<file path="config.mk">
export PLATFORM = sky130hd
export DESIGN_NAME = decode_stage
export DESIGN_NICKNAME = d
export VERILOG_FILES = /design/src/dec_pkg.sv /design/src/system_decoder.sv /design/src/rv32_base_decoder.sv /design/src/rvc_decoder.sv /design/src/decode_stage.sv
export VERILOG_INCLUDE_DIRS = /design/src
export SDC_FILE = /design/constraint.sdc
export NUM_CORES = 1
export LEC_CHECK = 0
export BUFFER_PORTS_ARGS = -buffer_cell sky130_fd_sc_hd__buf_4
export CORE_MARGIN = 8
export CORE_UTILIZATION = 25
export CTS_BUF_LIST = sky130_fd_sc_hd__clkbuf_8 sky130_fd_sc_hd__clkbuf_16
export DETAILED_ROUTE_END_ITERATION = 12
export GPL_TIMING_DRIVEN = 0
export PLACE_DENSITY = 0.51
export SLEW_MARGIN = 20
export SYNTH_ARGS = -nofsm -noshare
export SYNTH_HDL_FRONTEND = slang
export SYNTH_SLANG_ARGS = --single-unit
</file>
<file path="constraint.sdc">
create_clock -name clk_i -period 5.2 [get_ports clk_i]
set_input_delay 0 -clock clk_i [delete_from_list [all_inputs] [get_ports clk_i]]
set_output_delay 0 -clock clk_i [all_outputs]
set_load 0.01 [all_outputs]
</file>
<file path="src/dec_params.svh">
`ifndef DEC_PARAMS_SVH
`define DEC_PARAMS_SVH

// word and register widths
`define XLEN        32
`define REG_ADDR_W  5

// major opcodes, full-width words
`define OPC_OP      7'b0110011
`define OPC_OP_IMM  7'b0010011
`define OPC_LUI     7'b0110111
`define OPC_AUIPC   7'b0010111
`define OPC_LOAD    7'b0000011
`define OPC_STORE   7'b0100011
`define OPC_BRANCH  7'b1100011
`define OPC_JAL     7'b1101111
`define OPC_JALR    7'b1100111
`define OPC_SYSTEM  7'b1110011

// compressed quadrants (2'b11 is a full-width word)
`define RVC_Q0      2'b00
`define RVC_Q1      2'b01
`define RVC_Q2      2'b10

// machine CSRs known to the core
`define CSR_MISA      12'h301
`define CSR_MVENDORID 12'hF11
`define CSR_MARCHID   12'hF12
`define CSR_MIMPID    12'hF13
`define CSR_MHARTID   12'hF14
`define CSR_MSTATUS   12'h300
`define CSR_MIE       12'h304
`define CSR_MTVEC     12'h305
`define CSR_MSCRATCH  12'h340
`define CSR_MEPC      12'h341
`define CSR_MCAUSE    12'h342

`define FUNCT12_MRET  12'h302

`define REG_RA      5'd1 // link
`define REG_SP      5'd2 // stack pointer

// downstream issue queue depth
`define DEC_CREDITS 4
`define DEC_CNT_W   $clog2(`DEC_CREDITS + 1)

`endif

</file>
<file path="src/dec_pkg.sv">
`include "dec_params.svh"

package dec_pkg;

    typedef enum logic [3:0] {
        ALU_ADD, ALU_SUB, ALU_XOR, ALU_OR, ALU_AND, ALU_SLL, ALU_SRL,
        ALU_SRA, ALU_SLT, ALU_SLTU, ALU_SEQ, ALU_SNE, ALU_SGE, ALU_SGEU
    } alu_op_e;

    typedef enum logic [1:0] {SRC1_RS1, SRC1_PC, SRC1_ZERO, SRC1_IMM_CSR} alu_src1_e;
    typedef enum logic [1:0] {SRC2_RS2, SRC2_IMM, SRC2_4_OR_2} alu_src2_e;

    typedef enum logic [3:0] {
        IMM_I, IMM_S, IMM_B, IMM_U, IMM_J, IMM_CIW, IMM_CLS, IMM_CI,
        IMM_CJ, IMM_C16, IMM_CLUI, IMM_CB, IMM_CJR, IMM_CSPL, IMM_CSPS
    } imm_type_e;

    typedef enum logic [1:0] {MEM_BYTE, MEM_HALF, MEM_WORD} mem_size_e;
    typedef enum logic [1:0] {PC_NEXT, PC_JAL, PC_JALR, PC_BRANCH} pc_src_e;
    typedef enum logic [1:0] {CSR_READ, CSR_WRITE, CSR_SET, CSR_CLEAR} csr_op_e;

    //////////////////////////////
    // instruction word, two views
    typedef struct packed {
        logic [6:0]             funct7;
        logic [`REG_ADDR_W-1:0] rs2;
        logic [`REG_ADDR_W-1:0] rs1;
        logic [2:0]             funct3;
        logic [`REG_ADDR_W-1:0] rd;
        logic [6:0]             opcode;
    } instr_full_t;

    typedef struct packed {
        logic [`XLEN/2-1:0]     upper;    // next parcel, ignored
        logic [2:0]             funct3_c;
        logic                   b12;
        logic [`REG_ADDR_W-1:0] rd_rs1;
        logic [`REG_ADDR_W-1:0] rs2_c;
        logic [1:0]             quadrant;
    } instr_comp_t;

    typedef union packed {
        instr_full_t f;
        instr_comp_t c;
    } instr_word_u;

    //////////////////////////////
    // decoder results
    typedef struct packed {
        logic [`REG_ADDR_W-1:0] rs1;
        logic [`REG_ADDR_W-1:0] rs2;
        logic [`REG_ADDR_W-1:0] rd;
    } reg_addrs_t;

    typedef struct packed {
        logic    csr_access;
        csr_op_e csr_op;
        logic    csr_imm;  // operand 1 is the rs1 field itself
        logic    is_mret;
        logic    illegal;
    } sys_ctrl_t;

    typedef struct packed {
        alu_op_e    alu_op;
        alu_src1_e  alu_src1;
        alu_src2_e  alu_src2;
        imm_type_e  imm_type;
        reg_addrs_t regs;
        logic       mem_wen;
        mem_size_e  mem_size;
        logic       mem_sign_ext;
        logic       reg_alu_wen;
        logic       reg_mem_wen;
        pc_src_e    pc_src;
        logic       is_branch;
        logic       csr_access;
        csr_op_e    csr_op;
        logic       is_mret;
        logic       is_compressed;
        logic       illegal;
    } dec_ctrl_t;

    // plain add with no side effects, starting point for both decoders
    localparam dec_ctrl_t DEC_CTRL_DEFAULT = '{
        alu_op: ALU_ADD, alu_src1: SRC1_RS1, alu_src2: SRC2_RS2, imm_type: IMM_I,
        regs: '0, mem_wen: 1'b0, mem_size: MEM_WORD, mem_sign_ext: 1'b0,
        reg_alu_wen: 1'b0, reg_mem_wen: 1'b0, pc_src: PC_NEXT, is_branch: 1'b0,
        csr_access: 1'b0, csr_op: CSR_READ, is_mret: 1'b0, is_compressed: 1'b0,
        illegal: 1'b0
    };

endpackage

</file>
<file path="src/system_decoder.sv">
`timescale 1ns/1ps
`include "dec_params.svh"

module system_decoder (
    input  dec_pkg::instr_word_u instr_i,
    output dec_pkg::sys_ctrl_t   sys_o
);
    import dec_pkg::*;

    logic [11:0] csr_addr;
    logic        rs1_zero;

    assign csr_addr = {instr_i.f.funct7, instr_i.f.rs2}; // funct12 for mret
    assign rs1_zero = (instr_i.f.rs1 == '0);

    always_comb begin
        sys_o = '{csr_access: 1'b0, csr_op: CSR_READ, csr_imm: 1'b0,
                  is_mret: 1'b0, illegal: 1'b0};

        if (instr_i.f.funct3 == 3'b000) begin
            // ecall, ebreak, wfi and friends are not supported
            if (csr_addr == `FUNCT12_MRET && rs1_zero && instr_i.f.rd == '0)
                sys_o.is_mret = 1'b1;
            else
                sys_o.illegal = 1'b1;
        end else begin
            sys_o.csr_access = 1'b1;
            sys_o.csr_imm    = instr_i.f.funct3[2]; // csrr*i

            // set/clear with x0 or zimm 0 never writes
            unique case (instr_i.f.funct3[1:0])
                2'b01:   sys_o.csr_op = CSR_WRITE;
                2'b10:   sys_o.csr_op = rs1_zero ? CSR_READ : CSR_SET;
                2'b11:   sys_o.csr_op = rs1_zero ? CSR_READ : CSR_CLEAR;
                default: sys_o.illegal = 1'b1;
            endcase

            case (csr_addr)
                `CSR_MVENDORID, `CSR_MARCHID, `CSR_MIMPID, `CSR_MHARTID: begin
                    if (sys_o.csr_op != CSR_READ)
                        sys_o.illegal = 1'b1; // read-only ID registers
                end
                `CSR_MISA, `CSR_MSTATUS, `CSR_MIE, `CSR_MTVEC,
                `CSR_MEPC, `CSR_MCAUSE, `CSR_MSCRATCH: ;
                default: sys_o.illegal = 1'b1;
            endcase
        end
    end

endmodule

</file>
<file path="src/rv32_base_decoder.sv">
`timescale 1ns/1ps
`include "dec_params.svh"

module rv32_base_decoder (
    input  dec_pkg::instr_word_u instr_i,
    output dec_pkg::dec_ctrl_t   ctrl_o
);
    import dec_pkg::*;

    instr_full_t w;
    sys_ctrl_t   sys;

    assign w = instr_i.f;

    system_decoder u_system_decoder (
        .instr_i (instr_i),
        .sys_o   (sys)
    );

    // shared funct3 map of OP and OP-IMM
    function automatic alu_op_e arith_op(input logic [2:0] funct3);
        case (funct3)
            3'b000:  arith_op = ALU_ADD;
            3'b001:  arith_op = ALU_SLL;
            3'b010:  arith_op = ALU_SLT;
            3'b011:  arith_op = ALU_SLTU;
            3'b100:  arith_op = ALU_XOR;
            3'b101:  arith_op = ALU_SRL;
            3'b110:  arith_op = ALU_OR;
            default: arith_op = ALU_AND;
        endcase
    endfunction

    always_comb begin
        ctrl_o      = DEC_CTRL_DEFAULT;
        ctrl_o.regs = '{rs1: w.rs1, rs2: w.rs2, rd: w.rd};

        unique case (w.opcode)
            //////////////////////////////
            // alu
            `OPC_OP: begin
                ctrl_o.reg_alu_wen = 1'b1;
                if (w.funct7 == 7'h00)
                    ctrl_o.alu_op = arith_op(w.funct3);
                else if (w.funct7 == 7'h20 && w.funct3 inside {3'b000, 3'b101})
                    ctrl_o.alu_op = w.funct3[2] ? ALU_SRA : ALU_SUB;
                else
                    ctrl_o.illegal = 1'b1;
            end
            `OPC_OP_IMM: begin
                ctrl_o.alu_src2    = SRC2_IMM;
                ctrl_o.reg_alu_wen = 1'b1;
                ctrl_o.alu_op      = arith_op(w.funct3);
                if (w.funct3 == 3'b001 && w.funct7 != 7'h00)
                    ctrl_o.illegal = 1'b1;
                if (w.funct3 == 3'b101) begin
                    if (w.funct7 == 7'h20)
                        ctrl_o.alu_op = ALU_SRA;
                    else if (w.funct7 != 7'h00)
                        ctrl_o.illegal = 1'b1;
                end
            end
            `OPC_LUI, `OPC_AUIPC: begin
                ctrl_o.alu_src1    = w.opcode[5] ? SRC1_ZERO : SRC1_PC;
                ctrl_o.alu_src2    = SRC2_IMM;
                ctrl_o.imm_type    = IMM_U;
                ctrl_o.reg_alu_wen = 1'b1;
            end

            //////////////////////////////
            // loads and stores
            `OPC_LOAD: begin
                ctrl_o.alu_src2     = SRC2_IMM;
                ctrl_o.reg_mem_wen  = 1'b1;
                ctrl_o.mem_sign_ext = !w.funct3[2];
                unique case (w.funct3)
                    3'b000, 3'b100: ctrl_o.mem_size = MEM_BYTE;
                    3'b001, 3'b101: ctrl_o.mem_size = MEM_HALF;
                    3'b010:         ctrl_o.mem_size = MEM_WORD;
                    default:        ctrl_o.illegal  = 1'b1;
                endcase
            end
            `OPC_STORE: begin
                ctrl_o.alu_src2 = SRC2_IMM;
                ctrl_o.imm_type = IMM_S;
                ctrl_o.mem_wen  = 1'b1;
                unique case (w.funct3)
                    3'b000:  ctrl_o.mem_size = MEM_BYTE;
                    3'b001:  ctrl_o.mem_size = MEM_HALF;
                    3'b010:  ctrl_o.mem_size = MEM_WORD;
                    default: ctrl_o.illegal  = 1'b1;
                endcase
            end

            //////////////////////////////
            // control flow
            `OPC_BRANCH: begin
                ctrl_o.imm_type  = IMM_B; // target has its own adder
                ctrl_o.pc_src    = PC_BRANCH;
                ctrl_o.is_branch = 1'b1;
                unique case (w.funct3)
                    3'b000:  ctrl_o.alu_op  = ALU_SEQ;
                    3'b001:  ctrl_o.alu_op  = ALU_SNE;
                    3'b100:  ctrl_o.alu_op  = ALU_SLT;
                    3'b101:  ctrl_o.alu_op  = ALU_SGE;
                    3'b110:  ctrl_o.alu_op  = ALU_SLTU;
                    3'b111:  ctrl_o.alu_op  = ALU_SGEU;
                    default: ctrl_o.illegal = 1'b1;
                endcase
            end
            `OPC_JAL, `OPC_JALR: begin
                // alu produces the link value pc+4
                ctrl_o.alu_src1    = SRC1_PC;
                ctrl_o.alu_src2    = SRC2_4_OR_2;
                ctrl_o.reg_alu_wen = 1'b1;
                if (w.opcode[3]) begin
                    ctrl_o.imm_type = IMM_J;
                    ctrl_o.pc_src   = PC_JAL;
                end else begin
                    ctrl_o.pc_src  = PC_JALR;
                    ctrl_o.illegal = (w.funct3 != 3'b000);
                end
            end

            `OPC_SYSTEM: begin
                ctrl_o.csr_access = sys.csr_access;
                ctrl_o.csr_op     = sys.csr_op;
                ctrl_o.is_mret    = sys.is_mret;
                ctrl_o.illegal    = sys.illegal;
                if (sys.csr_access) begin
                    ctrl_o.reg_alu_wen = 1'b1; // old csr value to rd
                    ctrl_o.alu_src2    = SRC2_IMM;
                    ctrl_o.alu_src1    = sys.csr_imm ? SRC1_IMM_CSR : SRC1_RS1;
                end
            end

            default: ctrl_o.illegal = 1'b1;
        endcase
    end

endmodule

</file>
<file path="src/rvc_decoder.sv">
`timescale 1ns/1ps
`include "dec_params.svh"

module rvc_decoder (
    input  dec_pkg::instr_word_u instr_i,
    output dec_pkg::dec_ctrl_t   ctrl_o
);
    import dec_pkg::*;

    instr_comp_t            c;
    logic [`REG_ADDR_W-1:0] rs1_p;     // x8..x15 from bits 9:7
    logic [`REG_ADDR_W-1:0] rs2_p;     // x8..x15 from bits 4:2
    logic                   imm6_zero;

    assign c         = instr_i.c;
    assign rs1_p     = {2'b01, c.rd_rs1[2:0]};
    assign rs2_p     = {2'b01, c.rs2_c[2:0]};
    assign imm6_zero = ({c.b12, c.rs2_c} == 6'd0);

    always_comb begin
        ctrl_o               = DEC_CTRL_DEFAULT;
        ctrl_o.is_compressed = 1'b1;
        ctrl_o.regs          = '{rs1: c.rd_rs1, rs2: c.rs2_c, rd: c.rd_rs1};

        unique case (c.quadrant)
            `RVC_Q0: begin
                ctrl_o.alu_src2 = SRC2_IMM;
                ctrl_o.imm_type = IMM_CLS;
                ctrl_o.regs     = '{rs1: rs1_p, rs2: rs2_p, rd: rs2_p};
                unique case (c.funct3_c)
                    3'b000: begin // c.addi4spn
                        ctrl_o.imm_type    = IMM_CIW;
                        ctrl_o.reg_alu_wen = 1'b1;
                        ctrl_o.regs.rs1    = `REG_SP;
                        ctrl_o.illegal     = ({c.b12, c.rd_rs1, c.rs2_c[4:3]} == 8'd0);
                    end
                    3'b010:  ctrl_o.reg_mem_wen = 1'b1; // c.lw
                    3'b110:  ctrl_o.mem_wen     = 1'b1; // c.sw
                    default: ctrl_o.illegal     = 1'b1;
                endcase
            end

            `RVC_Q1: begin
                unique case (c.funct3_c)
                    3'b000, 3'b010: begin // c.addi, c.li
                        ctrl_o.alu_src1    = c.funct3_c[1] ? SRC1_ZERO : SRC1_RS1;
                        ctrl_o.alu_src2    = SRC2_IMM;
                        ctrl_o.imm_type    = IMM_CI;
                        ctrl_o.reg_alu_wen = 1'b1;
                    end
                    3'b001, 3'b101: begin // c.jal, c.j
                        ctrl_o.alu_src1 = SRC1_PC;
                        ctrl_o.imm_type = IMM_CJ;
                        ctrl_o.pc_src   = PC_JAL;
                        if (!c.funct3_c[2]) begin
                            ctrl_o.alu_src2    = SRC2_4_OR_2; // link pc+2
                            ctrl_o.reg_alu_wen = 1'b1;
                            ctrl_o.regs.rd     = `REG_RA;
                        end
                    end
                    3'b011: begin // c.addi16sp or c.lui
                        ctrl_o.alu_src2    = SRC2_IMM;
                        ctrl_o.reg_alu_wen = 1'b1;
                        ctrl_o.illegal     = imm6_zero;
                        if (c.rd_rs1 == `REG_SP) begin
                            ctrl_o.imm_type = IMM_C16;
                        end else begin
                            ctrl_o.alu_src1 = SRC1_ZERO;
                            ctrl_o.imm_type = IMM_CLUI;
                        end
                    end
                    3'b100: begin
                        ctrl_o.reg_alu_wen = 1'b1;
                        ctrl_o.regs        = '{rs1: rs1_p, rs2: rs2_p, rd: rs1_p};
                        if (c.rd_rs1[4:3] != 2'b11) begin // srli, srai, andi
                            ctrl_o.alu_src2 = SRC2_IMM;
                            ctrl_o.imm_type = IMM_CI;
                            unique case (c.rd_rs1[4:3])
                                2'b00:   ctrl_o.alu_op = ALU_SRL;
                                2'b01:   ctrl_o.alu_op = ALU_SRA;
                                default: ctrl_o.alu_op = ALU_AND;
                            endcase
                            // shamt[5] must be zero on rv32
                            ctrl_o.illegal = c.b12 && !c.rd_rs1[4];
                        end else begin
                            ctrl_o.illegal = c.b12;
                            unique case (c.rs2_c[4:3])
                                2'b00:   ctrl_o.alu_op = ALU_SUB;
                                2'b01:   ctrl_o.alu_op = ALU_XOR;
                                2'b10:   ctrl_o.alu_op = ALU_OR;
                                default: ctrl_o.alu_op = ALU_AND;
                            endcase
                        end
                    end
                    default: begin // c.beqz, c.bnez
                        ctrl_o.alu_op    = c.funct3_c[0] ? ALU_SNE : ALU_SEQ;
                        ctrl_o.imm_type  = IMM_CB;
                        ctrl_o.pc_src    = PC_BRANCH;
                        ctrl_o.is_branch = 1'b1;
                        ctrl_o.regs.rs1  = rs1_p;
                        ctrl_o.regs.rs2  = '0;
                    end
                endcase
            end

            `RVC_Q2: begin
                unique case (c.funct3_c)
                    3'b000: begin // c.slli
                        ctrl_o.alu_op      = ALU_SLL;
                        ctrl_o.alu_src2    = SRC2_IMM;
                        ctrl_o.imm_type    = IMM_CI;
                        ctrl_o.reg_alu_wen = 1'b1;
                        ctrl_o.illegal     = c.b12;
                    end
                    3'b010, 3'b110: begin // c.lwsp, c.swsp
                        ctrl_o.alu_src2 = SRC2_IMM;
                        ctrl_o.regs.rs1 = `REG_SP;
                        if (c.funct3_c[2]) begin
                            ctrl_o.imm_type = IMM_CSPS;
                            ctrl_o.mem_wen  = 1'b1;
                        end else begin
                            ctrl_o.imm_type    = IMM_CSPL;
                            ctrl_o.reg_mem_wen = 1'b1;
                            ctrl_o.illegal     = (c.rd_rs1 == '0);
                        end
                    end
                    3'b100: begin
                        if (c.rs2_c != '0) begin // c.mv, c.add
                            ctrl_o.alu_src1    = c.b12 ? SRC1_RS1 : SRC1_ZERO;
                            ctrl_o.reg_alu_wen = 1'b1;
                        end else if (!c.b12) begin // c.jr
                            ctrl_o.alu_src1 = SRC1_PC;
                            ctrl_o.imm_type = IMM_CJR;
                            ctrl_o.pc_src   = PC_JALR;
                            ctrl_o.illegal  = (c.rd_rs1 == '0);
                        end else if (c.rd_rs1 != '0) begin // c.jalr
                            ctrl_o.alu_src1    = SRC1_PC;
                            ctrl_o.alu_src2    = SRC2_4_OR_2;
                            ctrl_o.imm_type    = IMM_CJR;
                            ctrl_o.reg_alu_wen = 1'b1;
                            ctrl_o.pc_src      = PC_JALR;
                            ctrl_o.regs.rd     = `REG_RA;
                        end
                        // c.ebreak left as a nop
                    end
                    default: ctrl_o.illegal = 1'b1;
                endcase
            end

            default: ctrl_o.illegal = 1'b1; // full-width word
        endcase
    end

    // address always built from a base plus immediate
    always_comb begin
        if (!ctrl_o.illegal && (ctrl_o.mem_wen || ctrl_o.reg_mem_wen))
            assert (ctrl_o.alu_src2 == SRC2_IMM)
            else $error("rvc memory access without immediate operand");
    end

endmodule

</file>
<file path="src/decode_stage.sv">
`timescale 1ns/1ps
`include "dec_params.svh"

module decode_stage (
    input  logic                 clk_i,
    input  logic                 rst_n_i,
    input  logic                 instr_valid_i,
    input  dec_pkg::instr_word_u instr_i,
    output logic                 instr_ready_o,
    output logic                 dec_valid_o,
    output dec_pkg::dec_ctrl_t   dec_o,
    input  logic                 credit_return_i
);
    import dec_pkg::*;

    dec_ctrl_t              base_ctrl;
    dec_ctrl_t              rvc_ctrl;
    dec_ctrl_t              dec_next;
    logic                   accept;
    logic [`DEC_CNT_W-1:0]  credits; // free slots downstream

    rv32_base_decoder u_base_decoder (
        .instr_i (instr_i),
        .ctrl_o  (base_ctrl)
    );

    rvc_decoder u_rvc_decoder (
        .instr_i (instr_i),
        .ctrl_o  (rvc_ctrl)
    );

    // low bits other than 11 mean a 16-bit parcel
    assign dec_next      = (instr_i.c.quadrant != 2'b11) ? rvc_ctrl : base_ctrl;
    assign instr_ready_o = (credits != '0);
    assign accept        = instr_valid_i && instr_ready_o;

    //////////////////////////////
    // credits and valid
    always_ff @(posedge clk_i or negedge rst_n_i) begin
        if (!rst_n_i) begin
            credits     <= (`DEC_CNT_W)'(`DEC_CREDITS);
            dec_valid_o <= 1'b0;
        end else begin
            dec_valid_o <= accept;
            if (accept && !credit_return_i)
                credits <= credits - 1'b1;
            else if (!accept && credit_return_i)
                credits <= credits + 1'b1;
        end
    end

    always_ff @(posedge clk_i) begin
        if (accept)
            dec_o <= dec_next;
    end

    //////////////////////////////
    // checks
    credit_overflow_a: assert property (@(posedge clk_i) disable iff (!rst_n_i)
        credit_return_i |-> credits != (`DEC_CNT_W)'(`DEC_CREDITS))
        else $error("credit returned with no result outstanding");

    credit_bound_a: assert property (@(posedge clk_i) disable iff (!rst_n_i)
        credits <= (`DEC_CNT_W)'(`DEC_CREDITS));

    // last credit spent and none back, so the next cycle must stall
    no_accept_at_zero_a: assert property (@(posedge clk_i) disable iff (!rst_n_i)
        accept && credits == 1 && !credit_return_i |=> !instr_ready_o && !accept);

endmodule

</file>
Word level (Yosys, flattened, before mapping)
Cells that the tools add are included.
- input bits: 36
- flip-flop bits (word level): 46
- add/subtract/negate cells: 2
- equal/unequal tests: 47
- muxes and demuxes: 121
- bitwise logic cells: 3
- reductions and logical operators: 53
- operator list (kind ; count):
    $eq A12 B10 Y1 const B ; 8
    $eq A12 B12 Y1 const B ; 4
    $mux W42 ; 1
    $mux W2 ; 20
    $mux W1 ; 38
    $mux W5 ; 7
    $pmux W11 S3 ; 1
    $mux W4 ; 8
    $pmux W4 S4 ; 2
    $pmux W2 S3 ; 5
    $eq A7 B6 Y1 const B ; 4
    $eq A7 B7 Y1 const B ; 4
    $pmux W2 S2 ; 7
    $pmux W4 S7 ; 1
    $pmux W4 S6 ; 1
    $eq A3 B3 Y1 const B ; 7
    $pmux W10 S2 ; 1
    $pmux W5 S2 ; 2
    $mux W3 ; 6
    $pmux W6 S3 ; 1
    $reduce_or A2 Y1 ; 9
    $reduce_or A6 Y1 ; 3
    $pmux W1 S2 ; 8
    $pmux W5 S3 ; 1
    other kinds (35) ; 77

Depth between registers and ports, before layout
- depth after elaboration: 10
- depth in mapped cells: 8

Hierarchy
A second synthesis with hierarchy kept.
- cell total of the unflattened synthesis: 425
- area total of the unflattened synthesis: 4102.7 µm²
- by module, submodules not included (module ; instances ; cells an instance ; area an instance (µm²)):
    decode_stage ; 1 ; 106 ; 2137.0
    rvc_decoder ; 1 ; 180 ; 1091.0
    rv32_base_decoder ; 1 ; 114 ; 720.7
    system_decoder ; 1 ; 25 ; 153.9

Worst setup path after synthesis
Ideal clock, no wire load.
- path type: register -> register
- start point: register credits[2]
- end point: register credits[2]
- cell stages (with the launch flop): 9
- period minus slack after synthesis: 2.994 ns
- library setup time: 0.075 ns
- arrival time: 2.919 ns
- setup slack: 2.206 ns
- required time: 5.125 ns
- path buffers: 0
- cells stage by stage: dfstp_2 > or3_1 > and2_1 > ha_1 > inv_1 > fa_1 > xor2_1 > nor2_1 > xor2_1
- word-level cells in the longest chain between the ends: 5
- elaborated cells on any way between the ends: 10
- classes of those cells: 2 x add/sub; 2 x mux; 6 x reduce/logical
- ends and longest elaborated chain (item ; line ; RTL):
    start: declaration ; decode_stage.sv:20 ; logic [`DEC_CNT_W-1:0] credits;
    start signal: assignment ; decode_stage.sv:41 ; credits <= (`DEC_CNT_W)'(`DEC_CREDITS);
    start signal: assignment ; decode_stage.sv:46 ; credits <= credits - 1'b1;
    start signal: assignment ; decode_stage.sv:48 ; credits <= credits + 1'b1;
    $reduce_bool A3 Y1 (*) ; decode_stage.sv:34 ; assign instr_ready_o = (credits != '0);
    net instr_ready_o ; decode_stage.sv:9 ; output logic instr_ready_o,
    $logic_and A1 B1 Y1 (*) ; decode_stage.sv:35 ; assign accept = instr_valid_i && instr_ready_o;
    net accept ; decode_stage.sv:19 ; logic accept;
    $logic_not A1 Y1 ; decode_stage.sv:47 ; else if (!accept && credit_return_i)
    $logic_and A1 B1 Y1 ; decode_stage.sv:47 ;
    $reduce_bool A2 Y1 (no line) ; n/a ;
The timed path passes the listed nets; every way through them passes the cells marked *. The select of a mux whose other input is x is not followed.
A chain may end at the register's enable or synchronous reset.

Worst setup path after layout
- start point: register credits[2]
- end point: register credits[2]
- word-level cells in the longest chain between the ends: 5
- elaborated cells on any way between the ends: 10
- classes of those cells: 2 x add/sub; 2 x mux; 6 x reduce/logical
- ends and longest elaborated chain (item ; line):
    $reduce_bool A3 Y1 (*) ; decode_stage.sv:34
    $logic_and A1 B1 Y1 (*) ; decode_stage.sv:35
    net accept ; decode_stage.sv:19
    $logic_not A1 Y1 ; decode_stage.sv:47
    $logic_and A1 B1 Y1 ; decode_stage.sv:47
    $reduce_bool A2 Y1 (no line) ; n/a
Marked as above.

==> results_dict.tcl <==
set metrics [dict create \
    antenna_cells 0 \
    fin_crit_sh 0.442 \
    place.gp.congestion 0.902 \
    clock_latency_ns 0.30 \
    track_usage 0.154 \
    power_density_nw_per_um2 298 \
    rows 42 \
    grt_max_degree 29 \
    grt_pass1_vias 3337 \
    synth_top_area_share 0.383 \
    numCtsBuffers 5 \
    p_leak_nw 1.64 \
    avgViaCountPerCell 5.24 \
    regToRegEndpoint "credits[2]$_DFFE_PN1P_" \
    nNetsFinal 501 \
    die_x_um 131 \
    async_flop_share 0.0870 \
    drc 0 \
    synth_fp_nets 414 \
    routed_wl_um 13200 \
    setup_tns_ns 0 \
    drt_pass1_iterations 5 \
    critPathTopFamily "simple AND/OR/NAND/NOR gates" \
    required_ns 5.42 \
    ys_types 71 \
    yosys_warnings 0 \
    start_kind "register" \
    cts_buffer_depth 2 \
    cp_num_cells 8 \
    grt_pass1_wl_um 19600 \
    critical_path_buf_inv_count 1 \
    slowest_delay_ns 0.53 \
    wl_per_cell_um 20.8 \
    vdd_drop_max_uv 96.3 \
    n_fill_cell 1435 \
    syn_avg_cell_area_um2 8.91 \
    cp.arrival_ns 2.52 \
    post_cts_buffers 0 \
    setup.worst_path.start "credits[2]$_DFFE_PN1P_" \
    die_area_um2 17100 \
    via_count 3318 \
    clk_pin_slew_ns 0.06 \
    numClockSinks 46 \
    ctsResizeCount 0 \
    start_util 0.252 \
    outcome "complete, no violations" \
    synth_top_flop_cell "edfxtp_1" \
    final_cell_mix "buf_4, nand2_1, edfxtp_1, nor2_1, o21ai_0" \
    synthTopCellsByArea "edfxtp_1, nand2_1, o21ai_0" \
    slowest_stage "dfstp_2" \
    whs_ns 0.00857 \
    area_delta_synth_final_pct 30.6 \
    r2r_slack_ns 2.90 \
    h-tree-depth 2 \
    drive_above_1_share 0.236 \
    worstMarginPinSlew_ns 0.613 \
    io_buffers 77 \
    ys_ff_latch 46 \
    finalCriticalPeriod_ns 2.30 \
    multi_input_area_um2 1730 \
    grt-ovfl-total 0 \
    ys_seq_area_frac 0.414 \
    worst_setup_path_end_kind "register" \
    final_common_cell "buf_4" \
    max_freq_ghz 0.435 \
    netlist_area_um2 3290 \
    worstReg2RegStart "credits[2]$_DFFE_PN1P_" \
    io_pins 80 \
    detail_route.iter0.violations 293 \
    path_common_cell "xor2_1" \
    cts_tree "built" \
    critical_path.max_fanout 17 \
    postRouteAntennaNets 0 \
    endpoint "credits[2]$_DFFE_PN1P_" \
    critPathKind "reg -> reg" \
    syn_inst 369 \
    drv_cap 0 \
    max-slew-margin-rel 0.590 \
    hpwlAfterDp_um 10100 \
    synth-edff-count 42 \
    core_area_um2 13000 \
    yosysTopAreaCell "edfxtp_1" \
    chipHeight_um 131 \
    setup_violations 0 \
    worstRegToRegCells 8 \
    skew_ns 0.00646 \
    layout.area.seq_um2 1360 \
    antenna_found_initial 0 \
    final_max_slew_viol_count 0 \
    clk_root_buffer_cell "clkbuf_16" \
    total_power_mw 1.28 \
    grt_setup_unrepaired "no" \
    path_cells "or3_1, and2_2, ha_1, inv_1, fa_1, xor2_1, nor2_1, xor2_1" \
    hold_viol_final 0 \
    cts_hold_buf 2 \
    hold_path.class "in -> reg" \
]
-- routing by layer --
layer,vias to the layer above,track usage,routed length [um]
li1,1546,-,-
met1,1569,0.196,5710
met2,174,0.247,6010
met3,29,0.0264,948
met4,0,0.0804,527
met5,-,0,0
-- cell type report --
type | instances | share of cell area
clock buffer | 5 | 0.0291
multi-input combinational | 275 | 0.403
clock inverter | 3 | 0.00961
buffer | 29 | 0.0291
sequential | 46 | 0.317
inverter | 19 | 0.0166
tap | 176 | 0.0513
timing repair buffer | 80 | 0.144
-- worst min path at each step --
stage	start	endpoint	slack [ns]	depth (start not counted)
final	instr_i[19]	dec_o[29]$_DFFE_PP_	0.009	3
after global routing	rst_n_i	credits[1]$_DFFE_PN0P_	0.03	2
after CTS	instr_i[19]	dec_o[29]$_DFFE_PP_	0.01	3
after detailed placement	rst_n_i	dec_valid_o$_DFF_PN0_	-0.20	1
after global placement	rst_n_i	dec_valid_o$_DFF_PN0_	-0.20	1
after floorplan	rst_n_i	credits[0]$_DFFE_PN0P_	-0.30	0
-- through the flow --
| stage | util | worst slack [ns] | area, um^2 | instances |
|---|---|---|---|---|
| global route | 0.330 | 2.69 | 4300 | 633 |
| floorplan | - | 2.21 | 3290 | 369 |
| finish | 0.330 | 2.90 | 4300 | 633 |
| detailed placement | 0.315 | 2.83 | 4110 | 623 |
| CTS | 0.330 | 2.83 | 4300 | 633 |
| global placement | 0.314 | 1.66 | 4090 | 622 |
-- power by group --
| group | switching (mW) | leakage (nW) | internal [mW] |
|---|---|---|---|
| sequential | 0.0240 | 0.458 | 0.499 |
| clock | 0.146 | 0.0812 | 0.225 |
| combinational | 0.221 | 1.10 | 0.164 |
| total | 0.391 | 1.64 | 0.888 |
-- Yosys cell counts, types with 4 or more instances --
master	n
o31ai_1	4
a21o_1	4
edfxtp_1	42
ha_1	8
nand3_1	10
o21ai_0	30
o22ai_1	8
a211oi_1	4
nand2_1	42
clkbuf_1	16
nor2_1	31
a31oi_1	11
or3_1	4
nor3b_1	6
a21boi_0	4
buf_2	10
nor2b_1	7
nor3_1	6
inv_1	18
a21oi_1	19
nand2b_1	7
-- tightest hold or removal path, cell delays in order --
cell	delay [ns]
buf_4	0.08
nand2_1	0.04
o21ai_0	0.07
-- flip-flops by register name (all words and copies together) (netlist names) --
register     flops
dec_o           42
credits          3
dec_valid_o      1
-- logic make-up after synthesis --
logic type               count (synthesis)  synth area share
AO/OA/AOI/OAI                          118             0.237
XOR/XNOR                                 6            0.0160
adder cells (fa/ha/maj)                  9            0.0365
buffers and inverters                   48            0.0597
flip-flops                              46             0.414
multiplexers                             2           0.00609
AND/OR/NAND/NOR                        140             0.231
Power figures use the tool's default switching activity.
